[src/hdl/gs_bus_pkg.sv]
`default_nettype none

package gs_bus_pkg;

	typedef logic [9:0] mem_addr_t; // matrix memory word address
	typedef logic [4:0] sweep_t;

	typedef struct packed {
		logic        cyc;
		logic        stb;
		logic        we;
		logic [3:0]  adr;
		logic [31:0] dat;
	} wb_req_t;

	typedef struct packed {
		logic        ack;
		logic [31:0] dat;
	} wb_rsp_t;

	localparam logic [3:0] REG_CTRL = 4'd0; // bit 0 start
	localparam logic [3:0] REG_BASE = 4'd1;
	localparam logic [3:0] REG_SWEEPS = 4'd2;
	localparam logic [3:0] REG_STATUS = 4'd3; // {done, busy}

	typedef struct packed {
		mem_addr_t base;
		sweep_t    sweeps;
	} solve_cfg_t;

	typedef enum logic [2:0] {
		IDLE,
		FETCH_B,
		FETCH_ROW,
		UPDATE,
		WRITE_OUT,
		DONE
	} seq_state_t;

endpackage

`default_nettype wire

[src/hdl/gs_regs.sv]
`timescale 1ns/10ps
`default_nettype none

module gs_regs (
	input  wire logic                   i_clk,
	input  wire logic                   i_reset,
	input  wire gs_bus_pkg::wb_req_t    i_wb,
	output gs_bus_pkg::wb_rsp_t         o_wb,
	input  wire logic                   i_busy,
	input  wire logic                   i_done,
	output gs_bus_pkg::solve_cfg_t      o_cfg,
	output logic                        o_start
);

	logic        req;
	logic        ack_q;
	logic [31:0] rdat_q;
	logic [31:0] rd_data;

	assign req = i_wb.cyc && i_wb.stb && !ack_q; // one accept per strobe
	assign o_wb = '{ack: ack_q, dat: rdat_q};

	always_comb begin
		case (i_wb.adr)
			gs_bus_pkg::REG_BASE: rd_data = 32'(o_cfg.base);
			gs_bus_pkg::REG_SWEEPS: rd_data = 32'(o_cfg.sweeps);
			gs_bus_pkg::REG_STATUS: rd_data = {30'd0, i_done, i_busy};
			default: rd_data = 32'd0;
		endcase
	end

	always_ff @(posedge i_clk or posedge i_reset) begin
		if (i_reset) begin
			ack_q <= 1'b0;
			o_start <= 1'b0;
			o_cfg <= '0;
		end else begin
			ack_q <= req;
			// start pulse lost while a solve is running
			o_start <= req && i_wb.we && i_wb.adr == gs_bus_pkg::REG_CTRL &&
				i_wb.dat[0] && !i_busy && !o_start;
			if (req && i_wb.we) begin
				if (i_wb.adr == gs_bus_pkg::REG_BASE)
					o_cfg.base <= gs_bus_pkg::mem_addr_t'(i_wb.dat);
				if (i_wb.adr == gs_bus_pkg::REG_SWEEPS)
					o_cfg.sweeps <= gs_bus_pkg::sweep_t'(i_wb.dat);
			end
		end
	end

	always_ff @(posedge i_clk) begin
		if (req && !i_wb.we)
			rdat_q <= rd_data;
	end

	a_ack_follows_req: assert property (@(posedge i_clk) disable iff (i_reset)
		$rose(ack_q) |-> $past(i_wb.cyc && i_wb.stb));

endmodule

`default_nettype wire

[config.mk]
export PLATFORM = sky130hd
export DESIGN_NAME = gs_regs
export DESIGN_NICKNAME = d
export VERILOG_FILES = /design/src/hdl/gs_bus_pkg.sv /design/src/hdl/gs_regs.sv
export SDC_FILE = /design/constraint.sdc
export NUM_CORES = 1
export LEC_CHECK = 0
export BUFFER_PORTS_ARGS = -buffer_cell sky130_fd_sc_hd__buf_4
export CAP_MARGIN = 20
export CELL_PAD_IN_SITES_DETAIL_PLACEMENT = 0
export CELL_PAD_IN_SITES_GLOBAL_PLACEMENT = 2
export CORE_MARGIN = 1
export CORE_UTILIZATION = 25
export DETAILED_ROUTE_END_ITERATION = 10
export PLACE_DENSITY_LB_ADDON = 0.08
export SLEW_MARGIN = 20
export SYNTH_ARGS = -nofsm -noshare
export SYNTH_HDL_FRONTEND = slang
export SYNTH_SLANG_ARGS = --single-unit
[constraint.sdc]
create_clock -name i_clk -period 2.8 [get_ports i_clk]
set_clock_uncertainty 0.2 [all_clocks]
set_input_delay 0.56 -clock i_clk [delete_from_list [all_inputs] [get_ports i_clk]]
set_output_delay 0.56 -clock i_clk [all_outputs]
set_load 0.05 [all_outputs]
==> qor.yml <==
status: "completed"
drt_iter0_markers: 29
worstPathMaxFanout: 10
slew_headroom_pct: 55.9
wirelength_mm: 2.59
synth.avg_cell_area_um2: 13.6
power_density_nw_per_um2: 583
dp_cells: 208
cap_violations: 0
overflow: 0
ir_worst_vdd_v: 0.000177
hpwlAfterDp_mm: 1.99
arrival_ps: 1900
clock.fmax_ghz: 0.516
ant_nets: 0
tns_ps: 0
p_leak_nw: 0.816
layout.cells.non_filler: 212
initial_core_util_pct: 26.6
ff2ff_path_depth: 3
grtUsageMet2_pct: 16.4
finalCritPeriodShare_pct: 69.2
clockBufferDepth: 2
crit_path_start_kind: "flop"
grt_max_degree: 18
cts_resized: 0
cts_tree: "yes"
clock_sinks: 27
critPathKind: "flop to flop"
clk_pin_slew_worst_paths_ps: 100
ctsHoldBuffers: 0
final-hold-violation-count: 0
drive_above_1_share_pct: 49.7
synth_cells: 95
finalWeightedCongestion: 0.672
die_w_um: 73.8
wl_per_cell_um: 12.2
cts_root_buf: "clkbuf_8"
layout_commonest_cell: "buf_4"
htreeDepth: 1
rsz0062_at_grt: "no"
grt_usage_pct: 9.94
die_area_um2: 5450
grt-busiest-layer: "met2"
grt_first_pass_wirelength_mm: 3.91
core_area_um2: 4850
maxSlewViolCount: 0
cts_buffers: 3
row_count: 25
synth.distinct_cells: 18
fill_cells: 485
worstPathRequired_ps: 2760
first_pass_iters: 3
numPortBuffers: 47
total_power_mw: 0.983
ys.warnings.count: 0
vias: 828
n_antenna_cell: 0
setup_ws_ps: 864
area_delta_synth_final_pct: 30.7
holdCritPathClass: "input port to async pin"
first_global_vias: 770
met3_usage_pct: 2.74
period_needed_ps: 1940
post_cts_buffers: 0
via_per_inst: 3.91
antenna_found_initial: 0
die_y_um: 73.8
synth-seq-area-share_pct: 56.3
endpoint_kind: "flop"
fin_util_pct: 34.8
clkLatencyLatePin_ps: 270
syn_area_um2: 1290
final_cell_mix: "buf_4, conb_1, mux2_2, dfrtp_1, edfxtp_1"
dp_worst_setup_slack_ps: 571
nNetsFinal: 189
setup_viol: 0
drcViolationCount: 0
worst_pin_slew_ps: 660
io_pins: 92
gr-usage-met1_pct: 11.8
ys_ff_latch: 27
-- worst max-delay path, cell delays in order, from the launching register on --
cell and delay [ps]:
dfrtp_1 420, nand4b_1 250, and2b_1 560, mux2_2 390
-- area by class of cell --
class	instances	area (um^2)	share of cell area, %
Sequential cell	27	726	43.0
Clock buffer	3	41.3	2.45
Timing Repair Buffer	49	368	21.8
Clock inverter	1	5.00	0.297
Tap cell	67	83.8	4.97
Inverter	1	3.75	0.223
Multi-Input combinational cell	64	459	27.2
-- routing by layer --
layer,up-vias,share of wire (%)
li1,387,-
met1,397,41
met2,42,50
met3,2,7.8
met4,0,0.89
met5,-,0
-- worst paths after layout --
path	startpoint	slack, ps	end
hold / removal	i_reset	170	o_cfg[10]$_DFFE_PP0P_
hold reg to reg	ack_q$_DFF_PP0_	290	ack_q$_DFF_PP0_
setup / recovery	ack_q$_DFF_PP0_	860	o_cfg[6]$_DFFE_PP0P_
max in group asynchronous	i_reset	1800	o_start$_DFF_PP0_
setup reg to reg	ack_q$_DFF_PP0_	860	o_cfg[6]$_DFFE_PP0P_
min in group i_clk	ack_q$_DFF_PP0_	290	ack_q$_DFF_PP0_
-- registers in the layout (all words and copies together) (netlist names) --
name,cells
rdat_q,10
ack_q,1
o_start,1
o_cfg,15
-- cells in the mapped netlist --
master	n	area, um^2
dfrtp_1	17	425
nor2_1	2	7.51
nand2_1	2	7.51
nor4b_4	1	23.8
edfxtp_1	10	300
conb_1	1	3.75
and2_1	5	31.3
nor2b_1	1	6.26
nor4b_2	1	15.0
buf_4	24	180
inv_1	1	3.75
mux2_2	17	191
nor3_1	4	20.0
nand4b_1	1	8.76
and2b_1	2	15.0
a22o_1	3	26.3
nor4b_1	1	8.76
a22oi_1	2	15.0
-- stage by stage --
| stage | hold slack [ps] | instance area (um^2) |
|---|---|---|
| 2_1_floorplan | 237 | 1370 |
| 3_3_place_gp | 261 | 1640 |
| 3_5_place_dp | 275 | 1640 |
| 4_1_cts | 219 | 1690 |
| 5_1_grt | 230 | 1690 |
| 6_report | 170 | 1690 |
-- power by group --
group	switching, mW	total [mW]	internal, mW
combinational	0.214	0.299	0.0851
clock	0.123	0.223	0.0997
sequential	0.0221	0.462	0.440
-- kinds of logic after synthesis --
logic type / after synthesis / synth area share [%]
AO/OA/AOI/OAI: 5 / 3.20
buffers and inverters: 25 / 14.3
flip-flops: 27 / 56.3
multiplexers: 17 / 14.8
other: 1 / 0.291
AND/OR/NAND/NOR: 20 / 11.2
No activity file was read; power rests on OpenSTA's default activity.
