File: src/hdl/gs_bus_pkg.sv
`default_nettype none

package gs_bus_pkg;

	typedef logic [9:0] mem_addr_t; // matrix memory word address
	typedef logic [4:0] sweep_t;

	typedef struct packed {
		logic        cyc;
		logic        stb;
		logic        we;
		logic [3:0]  adr;
		logic [31:0] dat;
	} wb_req_t;

	typedef struct packed {
		logic        ack;
		logic [31:0] dat;
	} wb_rsp_t;

	localparam logic [3:0] REG_CTRL = 4'd0; // bit 0 start
	localparam logic [3:0] REG_BASE = 4'd1;
	localparam logic [3:0] REG_SWEEPS = 4'd2;
	localparam logic [3:0] REG_STATUS = 4'd3; // {done, busy}

	typedef struct packed {
		mem_addr_t base;
		sweep_t    sweeps;
	} solve_cfg_t;

	typedef enum logic [2:0] {
		IDLE,
		FETCH_B,
		FETCH_ROW,
		UPDATE,
		WRITE_OUT,
		DONE
	} seq_state_t;

endpackage

`default_nettype wire

File: src/hdl/gs_num_pkg.sv
`default_nettype none

package gs_num_pkg;

	typedef logic signed [15:0] coef_t; // integer a_ij or b_i
	typedef logic signed [15:0] inv_t; // 1/a_ii in Q2.14
	typedef logic signed [31:0] x_t; // Q16.16
	typedef logic signed [36:0] acc_t; // 5 guard bits over x_t

	localparam x_t X_POS_MAX = 32'sh7fff_ffff;
	localparam x_t X_NEG_MAX = 32'sh8000_0000;
	localparam int INV_FRAC = 14;

	function automatic x_t sat_mul_ax(input coef_t a, input x_t x);
		logic signed [47:0] p;
		p = a * x;
		if (p[47:31] != {17{p[47]}})
			return p[47] ? X_NEG_MAX : X_POS_MAX;
		return x_t'(p[31:0]);
	endfunction

	function automatic x_t sat_to_x(input acc_t v);
		if (v[36:31] != {6{v[36]}})
			return v[36] ? X_NEG_MAX : X_POS_MAX;
		return x_t'(v[31:0]);
	endfunction

	function automatic x_t sat_mul_inv(input x_t x, input inv_t inv);
		logic signed [47:0] p;
		p = x * inv;
		p = p >>> INV_FRAC; // back to Q16.16
		if (p[47:31] != {17{p[47]}})
			return p[47] ? X_NEG_MAX : X_POS_MAX;
		return x_t'(p[31:0]);
	endfunction

endpackage

`default_nettype wire

File: src/hdl/gs_sequencer.sv
`timescale 1ns/10ps
`default_nettype none

module gs_sequencer #(
	parameter int N = 16
) (
	input  wire logic                          i_clk,
	input  wire logic                          i_reset,
	input  wire gs_bus_pkg::solve_cfg_t        i_cfg,
	input  wire logic                          i_start,
	output logic                               o_busy,
	output logic                               o_done,
	output logic                               o_mem_rreq,
	output gs_bus_pkg::mem_addr_t              o_mem_addr,
	input  wire logic [N*16-1:0]               i_mem_dout,
	input  wire logic                          i_mem_dout_vld,
	output logic                               o_clear,
	output logic                               o_load_b,
	output logic                               o_row_go,
	output logic [$clog2(N)-1:0]               o_row_idx,
	output logic [N*16-1:0]                    o_row_word,
	output logic [$clog2(N)-1:0]               o_rd_idx,
	input  wire gs_num_pkg::x_t                i_rd_x,
	output logic                               o_x_wen,
	output logic [7:0]                         o_x_addr,
	output gs_num_pkg::x_t                     o_x_data
);

	localparam int IW = $clog2(N);

	gs_bus_pkg::seq_state_t state_q;
	gs_bus_pkg::solve_cfg_t cfg_q;
	gs_bus_pkg::mem_addr_t  addr_q;
	gs_bus_pkg::sweep_t     sweep_q;
	logic [IW-1:0]          idx_q; // row during sweeps, x index during write-out
	logic [N*16-1:0]        word_q;
	logic                   load_b_q;
	logic                   last_idx;

	assign last_idx = idx_q == IW'(N - 1);
	assign o_busy = state_q != gs_bus_pkg::IDLE && state_q != gs_bus_pkg::DONE;
	assign o_done = state_q == gs_bus_pkg::DONE;
	assign o_clear = i_start && !o_busy;
	assign o_mem_rreq = state_q == gs_bus_pkg::FETCH_B || state_q == gs_bus_pkg::FETCH_ROW;
	assign o_mem_addr = addr_q;
	assign o_load_b = load_b_q;
	assign o_row_go = state_q == gs_bus_pkg::UPDATE;
	assign o_row_idx = idx_q;
	assign o_row_word = word_q;
	assign o_rd_idx = idx_q;
	assign o_x_wen = state_q == gs_bus_pkg::WRITE_OUT;
	assign o_x_addr = 8'(idx_q);
	assign o_x_data = i_rd_x;

	always_ff @(posedge i_clk or posedge i_reset) begin
		if (i_reset) begin
			state_q <= gs_bus_pkg::IDLE;
			cfg_q <= '0;
			addr_q <= '0;
			sweep_q <= '0;
			idx_q <= '0;
			load_b_q <= 1'b0;
		end else begin
			load_b_q <= 1'b0;
			case (state_q)
				gs_bus_pkg::IDLE, gs_bus_pkg::DONE: begin
					if (i_start) begin
						cfg_q <= i_cfg;
						addr_q <= i_cfg.base; // b word first
						sweep_q <= '0;
						idx_q <= '0;
						state_q <= gs_bus_pkg::FETCH_B;
					end
				end
				gs_bus_pkg::FETCH_B: begin
					if (i_mem_dout_vld) begin
						load_b_q <= 1'b1;
						addr_q <= cfg_q.base + 1'b1;
						if (cfg_q.sweeps == '0)
							state_q <= gs_bus_pkg::WRITE_OUT;
						else
							state_q <= gs_bus_pkg::FETCH_ROW;
					end
				end
				gs_bus_pkg::FETCH_ROW: begin
					if (i_mem_dout_vld)
						state_q <= gs_bus_pkg::UPDATE;
				end
				gs_bus_pkg::UPDATE: begin
					state_q <= gs_bus_pkg::FETCH_ROW;
					if (last_idx) begin
						idx_q <= '0;
						addr_q <= cfg_q.base + 1'b1; // back to row 0
						if (gs_bus_pkg::sweep_t'(sweep_q + 1'b1) == cfg_q.sweeps)
							state_q <= gs_bus_pkg::WRITE_OUT;
						else
							sweep_q <= sweep_q + 1'b1;
					end else begin
						idx_q <= idx_q + 1'b1;
						addr_q <= addr_q + 1'b1;
					end
				end
				gs_bus_pkg::WRITE_OUT: begin
					idx_q <= last_idx ? '0 : idx_q + 1'b1;
					if (last_idx)
						state_q <= gs_bus_pkg::DONE;
				end
				default: state_q <= gs_bus_pkg::IDLE;
			endcase
		end
	end

	always_ff @(posedge i_clk) begin
		if (o_mem_rreq && i_mem_dout_vld)
			word_q <= i_mem_dout;
	end

	a_mem_req_stable: assert property (@(posedge i_clk) disable iff (i_reset)
		o_mem_rreq && !i_mem_dout_vld |=> o_mem_rreq && $stable(o_mem_addr));

endmodule

`default_nettype wire

File: config.mk
export PLATFORM = sky130hd
export DESIGN_NAME = gs_sequencer
export DESIGN_NICKNAME = d
export VERILOG_FILES = /design/src/hdl/gs_bus_pkg.sv /design/src/hdl/gs_num_pkg.sv /design/src/hdl/gs_sequencer.sv
export SDC_FILE = /design/constraint.sdc
export NUM_CORES = 1
export LEC_CHECK = 0
export BUFFER_PORTS_ARGS = -buffer_cell sky130_fd_sc_hd__buf_2
export CAP_MARGIN = 20
export CELL_PAD_IN_SITES_DETAIL_PLACEMENT = 0
export CELL_PAD_IN_SITES_GLOBAL_PLACEMENT = 1
export CORE_AREA = 2 2 247 249
export CTS_CLUSTER_SIZE = 16
export DETAILED_ROUTE_END_ITERATION = 16
export DIE_AREA = 0 0 249 251
export GPL_ROUTABILITY_DRIVEN = 0
export GPL_TIMING_DRIVEN = 0
export PLACE_DENSITY_LB_ADDON = 0.1
export RECOVER_POWER = 100
export SKIP_CTS_REPAIR_TIMING = 1
export SYNTH_ARGS = -nofsm -noshare
export SYNTH_HDL_FRONTEND = slang
export SYNTH_SLANG_ARGS = --single-unit
File: constraint.sdc
create_clock -name i_clk -period 6.9 [get_ports i_clk]
set_input_delay 1.035 -clock i_clk [delete_from_list [all_inputs] [get_ports i_clk]]
set_output_delay 1.035 -clock i_clk [all_outputs]
set_load 0.02 [all_outputs]
==> results_dict.tcl, run 1 <==
set metrics [dict create \
    synth_warnings 0 \
    numClockSinks 294 \
    clkPwrFrac_pct 25.9 \
    routed.top_layer "met5" \
    p_sw_mw 2.97 \
    nets 1539 \
    root_buffer "clkbuf_16" \
    synth.distinct_cells 58 \
    vdd_drop_max_mv 0.178 \
    cts_tree "yes" \
    fp-row-count 90 \
    drtIter0Drc 306 \
    synthToLayoutAreaGrowth_pct 46.6 \
    end_kind "register" \
    detail_route.wl_per_cell_um 21.2 \
    synth_area_per_cell_um2 17.8 \
    seq_power_share_pct 40.1 \
    core_um2 59800 \
    synth-seq-cells 294 \
    power_density_nw_per_um2 490 \
    violations "capacitance limit, slew limit" \
    r2r_setup_slack_ns 2.44 \
    multi_input_area_um2 1370 \
    finalHoldViolations 0 \
    seq_area_frac_synth_pct 82.6 \
    grt_pass1_vias 7301 \
    required_ns 7.12 \
    netSwitchingFraction_pct 39.5 \
    vias 7500 \
    setup_viol 0 \
    netlist_instances 587 \
    clk_latency_ns 0.54 \
    path_max_fanout 60 \
    power_mw 7.52 \
    p_comb_share_pct 34.0 \
    viasPerCell 3.67 \
    rsz0062_at_grt "false" \
    status "finished, violations left" \
    report.final.slew_viol_count 35 \
    leakage_nw 5.87 \
    initial_core_util_pct 17.5 \
    synth_area_um2 10500 \
    io_buffers 591 \
    arrival_ns 4.68 \
    instances_no_fill 2043 \
    crit_type "register to register" \
    routed_wirelength_mm 43.4 \
    min_path_type "primary input to asynchronous set/reset pin" \
    async_flop_share_pct 12.9 \
    maxCapViolCount 1 \
    io_pins 628 \
    wl_met3_mm 3.80 \
    clock.fmax_ghz 0.224 \
    fin_crit_sh_pct 64.6 \
    grt_overflow 0 \
    die-area_um2 62500 \
    grt_pass1_wl_mm 58.5 \
    die_h_um 251 \
    htree_levels 2 \
    place_hpwl_mm 34.4 \
    grt_max_degree 61 \
    dieWidth_um 249 \
    setup_tns_ns 0 \
    final_layout_size_suffix_gt1_share_pct 31.4 \
    synth-main-ff-cell "edfxtp_1" \
    cts_buffer_depth 3 \
    slew_headroom_pct -36.8 \
    ant_nets 0 \
    synth-edff-count 256 \
    antenna_found_initial 23 \
    post-route-min-period_ns 4.46 \
    dr_wl_met2_mm 22.5 \
    tightestPinTransition_ns 2.05 \
    regArea_um2 8640 \
    place_inst 1969 \
    start_kind "register" \
    drt_pass1_iterations 4 \
    numCtsBuffers 39 \
    p_int_mw 4.55 \
    grt_use_total_pct 13.2 \
    wl_met1_mm 16.0 \
    fin_skew_ns 0.0144 \
    drc 0 \
    clk_pin_slew_worst_paths_ns 0.06 \
    fill_cells 6451 \
]
## registers in the layout (all words and copies together), names as in the netlist
| signal | flops |
|---|---|
| o_load_b | 1 |
| state_q | 3 |
| cfg_q | 15 |
| o_rd_idx | 4 |
| o_row_word | 256 |
| sweep_q | 5 |
| o_mem_addr | 10 |
## cells in the mapped netlist (all sizes together), types with 2 or more instances
cell / count / share of area [%]
a211oi: 2 / 0.14
a21o: 4 / 0.29
a21oi: 12 / 0.65
a221oi: 4 / 0.33
a22o: 3 / 0.25
a22oi: 2 / 0.14
a31o: 2 / 0.17
and2: 3 / 0.18
and3: 8 / 0.48
and4: 3 / 0.25
buf: 53 / 3.7
clkbuf: 5 / 0.18
dfrtp: 38 / 9.1
edfxtp: 256 / 73
ha: 4 / 0.48
inv: 7 / 0.25
mux2i: 4 / 0.38
nand2: 64 / 2.3
nand2b: 4 / 0.33
nand3: 10 / 0.53
nand4: 3 / 0.32
nor2: 19 / 0.68
nor2b: 4 / 0.24
nor3: 7 / 0.33
o211ai: 3 / 0.22
o21ai: 21 / 1.0
o221ai: 3 / 0.25
o31ai: 5 / 0.36
or4: 4 / 0.32
xnor2: 10 / 0.84
xor2: 5 / 0.42
## layer usage
layer  vias up  global-route usage [%]
met5         -                       0
met4        28                    3.20
met3        91                    6.11
met2       313                    23.9
met1      3606                    13.9
li1       3462                       -
## power groups by stage
stage / sequential (mW) / clock, mW / combinational, mW
floorplan: 3.84 / 0 / 0.835
detailed placement: 3.04 / 0 / 2.83
global placement: 3.20 / 0 / 2.73
CTS: 3.01 / 2.04 / 2.83
global route: 3.09 / 2.11 / 2.75
finish: 3.01 / 1.95 / 2.56
## cell families after synthesis
group / share of synthesized area (%)
AO/OA/AOI/OAI: 4.37
other: 0.0358
flip-flops: 82.6
multiplexers: 0.383
buffers and inverters: 4.17
adder cells (fa/ha/maj): 0.574
XOR/XNOR: 1.47
AND/OR/NAND/NOR: 6.43
## critical path: stages, from the launching register on
cell and delay, ns:
dfrtp_1 0.38, clkbuf_1 0.44, clkbuf_1 0.55, xnor2_1 0.12, nor2_1 0.13, and2_0 0.87, buf_16 0.38, buf_16 0.33
buf_16 0.26, buf_16 0.27, buf_16 0.27
## cells in the final DEF, fill, tap and decap left out, types with 10 or more instances in the layout
master	n
dfrtp_1	38
buf_4	40
clkbuf_16	39
xnor2_1	10
buf_2	281
clkbuf_1	332
a21oi_1	10
edfxtp_1	256
nand2_1	63
o21ai_0	16
nor2_1	19
## stage by stage
stage	hold slack, ns	setup WS [ns]	area [um^2]	util, %
floorplan	0.461	2.02	10500	-
global placement	0.497	0.109	14400	24.1
detailed placement	0.500	3.34	14600	24.4
CTS	0.344	3.32	15800	26.4
global route	0.394	1.93	15300	25.6
finish	0.419	2.44	15300	25.6
## layout make-up
type	instances	area share [%]
Antenna cell	8	0.131
Buffer	58	2.55
Clock buffer	47	6.56
Clock inverter	19	1.23
Inverter	8	0.204
Multi-Input combinational cell	230	8.93
Sequential cell	294	56.3
Tap cell	782	6.38
Timing Repair Buffer	597	17.7
## final timing paths
check	startpoint	endpoint	depth (start not counted)
max	state_q[1]$_DFFE_PP0P_	o_row_word[151]$_DFFE_PP_	10
min	i_reset	o_rd_idx[1]$_DFFE_PP0P_	2
max reg2reg	state_q[1]$_DFFE_PP0P_	o_row_word[151]$_DFFE_PP_	10
min reg2reg	cfg_q[14]$_DFFE_PP0P_	cfg_q[14]$_DFFE_PP0P_	2
max in group asynchronous	i_reset	o_mem_addr[7]$_DFFE_PP0P_	3
min in group i_clk	cfg_q[14]$_DFFE_PP0P_	cfg_q[14]$_DFFE_PP0P_	2
(Power assumes the default switching activity.)
==> inputs of run 2 (changes only) <==
--- a/config.mk
+++ b/config.mk
@@ -5,6 +5,7 @@
 export SDC_FILE = /design/constraint.sdc
 export NUM_CORES = 1
 export LEC_CHECK = 0
+export ABC_AREA = 1
 export BUFFER_PORTS_ARGS = -buffer_cell sky130_fd_sc_hd__buf_2
 export CAP_MARGIN = 20
 export CELL_PAD_IN_SITES_DETAIL_PLACEMENT = 0
==> constraint.sdc (replaced) <==
create_clock -name i_clk -period 3.8 [get_ports i_clk]
set_input_delay 0.57 -clock i_clk [delete_from_list [all_inputs] [get_ports i_clk]]
set_output_delay 0.57 -clock i_clk [all_outputs]
set_load 0.02 [all_outputs]
==> run 2 against run 1 <==
  * The flow still finishes with violations (capacitance limit, slew limit)
  * Worst hold slack got worse by 0.22 ns
  * Non-clock buffer count decreased by 3
  * Clock power increased by 82%
  * Total power increased by 65%
  * Combinational power increased by 52%
  * Maximum frequency increased by 41%
  * Global-route usage increased by 0.21 points
  * Sequential power increased by 66%
  * First-iteration DRC count increased by 12%
  * Critical path depth decreased by 2
  * Highest routed layer unchanged
==> results_dict.tcl, run 2 <==
set metrics [dict create \
    die-area_um2 62500 \
    final_area_um2 15500 \
    post-synth-top-count-cell "edfxtp_1" \
    power_mw 12.4 \
    numCtsBuffers 38 \
    tightestPinTransition_ns 1.84 \
    htree_levels 2 \
    fill_cells 6485 \
    viasPerCell 3.66 \
    vdd_drop_max_mv 0.279 \
    status "finished, violations left" \
    slew_headroom_pct -22.3 \
    setup_viol 0 \
    path_max_fanout 28 \
    synthToLayoutAreaGrowth_pct 47.9 \
    synth_warnings 0 \
    end_kind "register" \
    crit_buf_inv 5 \
    drc 0 \
    synth_top_area_cell "edfxtp_1" \
    io_buffers 591 \
    ys_top_cells_by_count "256 x edfxtp_1, 112 x nand2_1, 56 x inv_1" \
    place_hpwl_mm 36.0 \
    layout_commonest_cell "clkbuf_1" \
    dpl_cell_area_um2 14700 \
    die_h_um 251 \
    final_layout_size_suffix_gt1_share_pct 30.7 \
    seq_area_frac_synth_pct 82.5 \
    fp-row-count 90 \
    numClockSinks 294 \
    grt_overflow 0 \
    synth-edff-count 256 \
    io_pins 628 \
    dieWidth_um 249 \
    required_ns 4.04 \
    async_flop_share_pct 12.9 \
    vias 7762 \
    cp_slowest_stage_delay_ns 0.62 \
    ant_nets 0 \
    synth.distinct_cells 33 \
    rsz0062_at_grt "false" \
    initial_core_util_pct 17.5 \
    grt_pass1_vias 7684 \
    multi_input_area_um2 1220 \
    synth-seq-cells 294 \
    clk_pin_slew_worst_paths_ns 0.06 \
    fin_skew_ns 0.0116 \
    regArea_um2 8640 \
    netlist_instances 653 \
    cts_buffer_depth 3 \
    drt_pass1_iterations 4 \
    arrival_ns 3.41 \
    clk_latency_ns 0.54 \
    whs_ns 0.198 \
    yosys.area.top_type_share_pct 73.4 \
    finalHoldViolations 0 \
    crit_type "register to register" \
    maxCapViolCount 1 \
    report.final.slew_viol_count 29 \
    clock.fmax_ghz 0.316 \
    layout_common_cells "321 x clkbuf_1, 278 x buf_2, 256 x edfxtp_1, 113 x nand2_1, 58 x inv_1" \
    antenna_found_initial 22 \
    r2r.worst_path.cells 8 \
    start_kind "register" \
    synth.area.top_cells "edfxtp_1 73%, dfrtp_1 9.1%, nand2_1 4.0%" \
    largest_register_ffs 256 \
    drtIter0Drc 342 \
    nets 1611 \
    cts_tree "yes" \
    routed_wirelength_mm 44.0 \
    leakage_nw 6.09 \
    power_density_nw_per_um2 803 \
    setup_tns_ns 0 \
    worst_path_max_delay_cell "clkbuf_2" \
    synth_area_per_cell_um2 16.0 \
    crit_chain "inv_1 -> nand2_4 -> nor2_1 -> inv_4 -> a21oi_4 -> buf_16 -> clkbuf_2 -> buf_12" \
    synth-main-ff-cell "edfxtp_1" \
    synth_area_um2 10500 \
    grt_use_total_pct 13.4 \
    root_buffer "clkbuf_16" \
    post-route-min-period_ns 3.17 \
    violations "capacitance limit, slew limit" \
    fin_crit_sh_pct 83.4 \
    critical_path_cell_count 8 \
    hold_path_depth 1 \
    grt_max_degree 29 \
    detail_route.wl_per_cell_um 20.8 \
    min_path_type "primary input to register" \
    core_um2 59800 \
    crit_family "buffers and inverters" \
    grt_pass1_wl_mm 59.3 \
]
-- run 2: changes by cell type in the layout (fill, tap and decap cells not counted), sizes merged, moves of 5 or more --
cell	change
inv	+56
nand2	+55
nand3	+29
o21ai	+12
clkbuf	-11
xnor2	-9
and3	-8
nand4	+5
nor3	-5
o31ai	-5
-- run 2: worst reg2reg max path, stage by stage (launching register included) --
cell and delay [ns]:
dfrtp_1 0.41, inv_1 0.14, nand2_4 0.13, nor2_1 0.34, inv_4 0.13, a21oi_4 0.56, buf_16 0.23, clkbuf_2 0.62
buf_12 0.29
-- run 2: through the flow --
step                      instances  setup WS, ns  util (%)
final                          2118         0.631      25.9
after global routing           2115         0.383      25.9
after CTS                      2110         0.844      26.7
after detailed placement       2041         0.882      24.6
after global placement         2029         -4.26      24.1
after floorplan                 656         -1.63         -
-- run 2: cell type report --
cell class,instances,area share (%)
flip-flops and latches,294,55.8
repair buffers,604,18.1
multi-input cells,253,7.90
clock buffers,43,6.40
well taps,782,6.32
plain buffers,48,2.29
clock inverters,26,1.54
inverters,61,1.50
diodes,7,0.113
-- run 2: per-layer routing --
layer	vias to the layer above	share of wire (%)	global-route usage [%]
li1	3583	-	-
met1	3735	36	13.5
met2	329	53	25.0
met3	91	8.6	5.67
met4	24	2.7	4.09
met5	-	0.37	0
-- run 2: cell families after synthesis --
family	share of synthesized area, %
other	0.0358
DFF	82.5
and+or+nand+nor	8.24
buffers and inverters	5.59
adders and majority gates	0.478
AOI/OAI and AO/OA	2.88
xor gates and xnor gates	0.251
-- run 2: final timing paths --
check,to,slack [ns],startpoint
max,o_row_word[130]$_DFFE_PP_,0.63,state_q[2]$_DFFE_PP0P_
min,o_row_word[171]$_DFFE_PP_,0.20,i_mem_dout[171]
max reg2reg,o_row_word[130]$_DFFE_PP_,0.63,state_q[2]$_DFFE_PP0P_
min reg2reg,sweep_q[4]$_DFFE_PP0P_,0.53,sweep_q[4]$_DFFE_PP0P_
max in group asynchronous,cfg_q[3]$_DFFE_PP0P_,1.05,i_reset
min in group asynchronous,o_mem_addr[4]$_DFFE_PP0P_,0.65,i_reset
-- run 2: where the power goes --
group,total (mW),internal (mW),switching [mW]
clock,3.55,2.10,1.45
combinational,3.89,1.01,2.87
sequential,5.00,4.64,0.354
total,12.4,7.75,4.68
==> inputs of run 3 (changes only) <==
--- a/config.mk
+++ b/config.mk
@@ -5,7 +5,7 @@
 export SDC_FILE = /design/constraint.sdc
 export NUM_CORES = 1
 export LEC_CHECK = 0
-export ABC_AREA = 1
+export ABC_AREA = 0
 export BUFFER_PORTS_ARGS = -buffer_cell sky130_fd_sc_hd__buf_2
 export CAP_MARGIN = 20
 export CELL_PAD_IN_SITES_DETAIL_PLACEMENT = 0
==> constraint.sdc (replaced) <==
create_clock -name i_clk -period 2.8 [get_ports i_clk]
set_input_delay 0.42 -clock i_clk [delete_from_list [all_inputs] [get_ports i_clk]]
set_output_delay 0.42 -clock i_clk [all_outputs]
set_load 0.02 [all_outputs]
==> run 3 against run 2 <==
  * The flow still finishes with violations (capacitance limit, slew limit)
  * Sequential share of layout area up 0.18 points
  * Clock skew is essentially flat
  * Clock power rose by 34%
  * Core utilization is 0.082 points lower
  * Largest cell class unchanged
  * Largest power group unchanged
  * Sequential cell count is the same
  * Highest routed layer unchanged
  * Worst setup slack got worse by 0.44 ns
  * Critical path depth stayed put
  * Final cell count down 3.3%
==> results_dict.tcl, run 3 (synthesis results as in run 1) <==
set metrics [dict create \
    r2r.worst_path.cells 8 \
    final_area_um2 15400 \
    fin_skew_ns 0.0117 \
    instances_no_fill 2049 \
    clock.fmax_ghz 0.384 \
    io_buffers 591 \
    drt_pass1_iterations 4 \
    cts_tree "yes" \
    htree_levels 2 \
    grt_use_total_pct 13.3 \
    viasPerCell 3.71 \
    power_density_nw_per_um2 1210 \
    r2r_start "state_q[1]$_DFFE_PP0P_" \
    fp-row-count 90 \
    crit_type "register to register" \
    cts_buffer_depth 3 \
    finalHoldViolations 0 \
    whs_ns 0.0491 \
    drtIter0Drc 349 \
    tightestPinTransition_ns 1.70 \
    fin_crit_sh_pct 93.0 \
    power_mw 18.7 \
    core_um2 59800 \
    r2r-end "o_row_word[130]$_DFFE_PP_" \
    slew_headroom_pct -13.6 \
    utilization_pct 25.8 \
    setup_tns_ns 0 \
    report.final.slew_viol_count 34 \
    initial_core_util_pct 17.5 \
    root_buffer "clkbuf_16" \
    grt_overflow 0 \
    cp-startpoint "state_q[1]$_DFFE_PP0P_" \
    vdd_drop_max_mv 0.423 \
    place_hpwl_mm 34.8 \
    drc 0 \
    numClockSinks 294 \
    clk_latency_ns 0.54 \
    required_ns 3.01 \
    dpl_cell_area_um2 14600 \
    io_pins 628 \
    leakage_nw 5.92 \
    largest_register_ffs 256 \
    hold_path_depth 1 \
    path_max_fanout 43 \
    place_inst 1968 \
    maxCapViolCount 1 \
    dieWidth_um 249 \
    antenna_found_initial 22 \
    ant_nets 0 \
    status "finished, violations left" \
    violations "capacitance limit, slew limit" \
    numCtsBuffers 38 \
    die_h_um 251 \
    arrival_ns 2.81 \
    start_kind "register" \
    setup.worst_path.end "o_row_word[130]$_DFFE_PP_" \
    rsz0062_at_grt "false" \
    dp_slack_ns -0.719 \
    min_path_type "primary input to register" \
    routed_wirelength_mm 44.5 \
    vias 7609 \
    die-area_um2 62500 \
    layout_common_cells "324 x clkbuf_1, 285 x buf_2, 256 x edfxtp_1, 63 x nand2_1, 40 x buf_4" \
    layout_commonest_cell "clkbuf_1" \
    detail_route.wl_per_cell_um 21.7 \
    clk_pin_slew_worst_paths_ns 0.06 \
    synthToLayoutAreaGrowth_pct 47.5 \
    layout_setup_ws_ns 0.195 \
    grt_pass1_wl_mm 58.9 \
    nets 1544 \
    end_kind "register" \
    grt_max_degree 62 \
    final_layout_size_suffix_gt1_share_pct 32.6 \
    post-route-min-period_ns 2.60 \
    fill_cells 6434 \
    setup_viol 0 \
    grt_pass1_vias 7463 \
    r2r_setup_slack_ns 0.20 \
]
[run 3: cell types whose count changed in the layout (fill, tap and decap cells not counted), moves of 5 or more]
cell | previous run | this run
inv_1 | 58 | 5
nand2_1 | 113 | 63
nand3_1 | 38 | 9
o21ai_0 | 29 | 16
xnor2_1 | 1 | 10
and3_1 | 0 | 8
buf_2 | 278 | 285
clkbuf_4 | 2 | 8
nand4_1 | 8 | 2
nor3_1 | 2 | 7
o31ai_1 | 0 | 5
[run 3: area by class of cell]
class,count,area (um^2),share of cell area [%]
Antenna cell,9,22.5,0.146
Buffer,58,423,2.74
Clock buffer,49,1010,6.57
Clock inverter,16,183,1.18
Inverter,8,35.0,0.227
Multi-Input combinational cell,232,1420,9.19
Sequential cell,294,8640,56.0
Tap cell,782,978,6.34
Timing Repair Buffer,601,2720,17.6
[run 3: worst min path at each step]
stage / startpoint / endpoint / slack (ns)
final: i_mem_dout[20] / o_row_word[20]$_DFFE_PP_ / 0.05
after global routing: i_mem_dout[20] / o_row_word[20]$_DFFE_PP_ / 0.0001
after CTS: i_reset / o_load_b$_DFF_PP0_ / -0.27
after detailed placement: i_reset / o_load_b$_DFF_PP0_ / 0.34
after global placement: cfg_q[14]$_DFFE_PP0P_ / cfg_q[14]$_DFFE_PP0P_ / 0.50
after floorplan: cfg_q[4]$_DFFE_PP0P_ / cfg_q[4]$_DFFE_PP0P_ / 0.46
[run 3: critical path, stage by stage (launching register included)]
cell	delay, ns
dfrtp_1	0.46
buf_6	0.19
buf_6	0.15
xnor2_1	0.16
nor2_4	0.20
and2_4	0.22
buf_16	0.20
buf_16	0.27
buf_8	0.35
[run 3: power breakdown]
part	switching (mW)	internal (mW)	total (mW)	leakage, nW
combinational	4.88	1.61	6.48	2.47
clock	1.93	2.84	4.76	0.577
sequential	0.627	6.81	7.44	2.88
[run 3: metal layers]
layer / track usage [%] / wire, um
met2: 23.7 / 23200
met1: 14.0 / 16300
met3: 5.97 / 3990
met5: 0 / 153
met4: 4.24 / 966
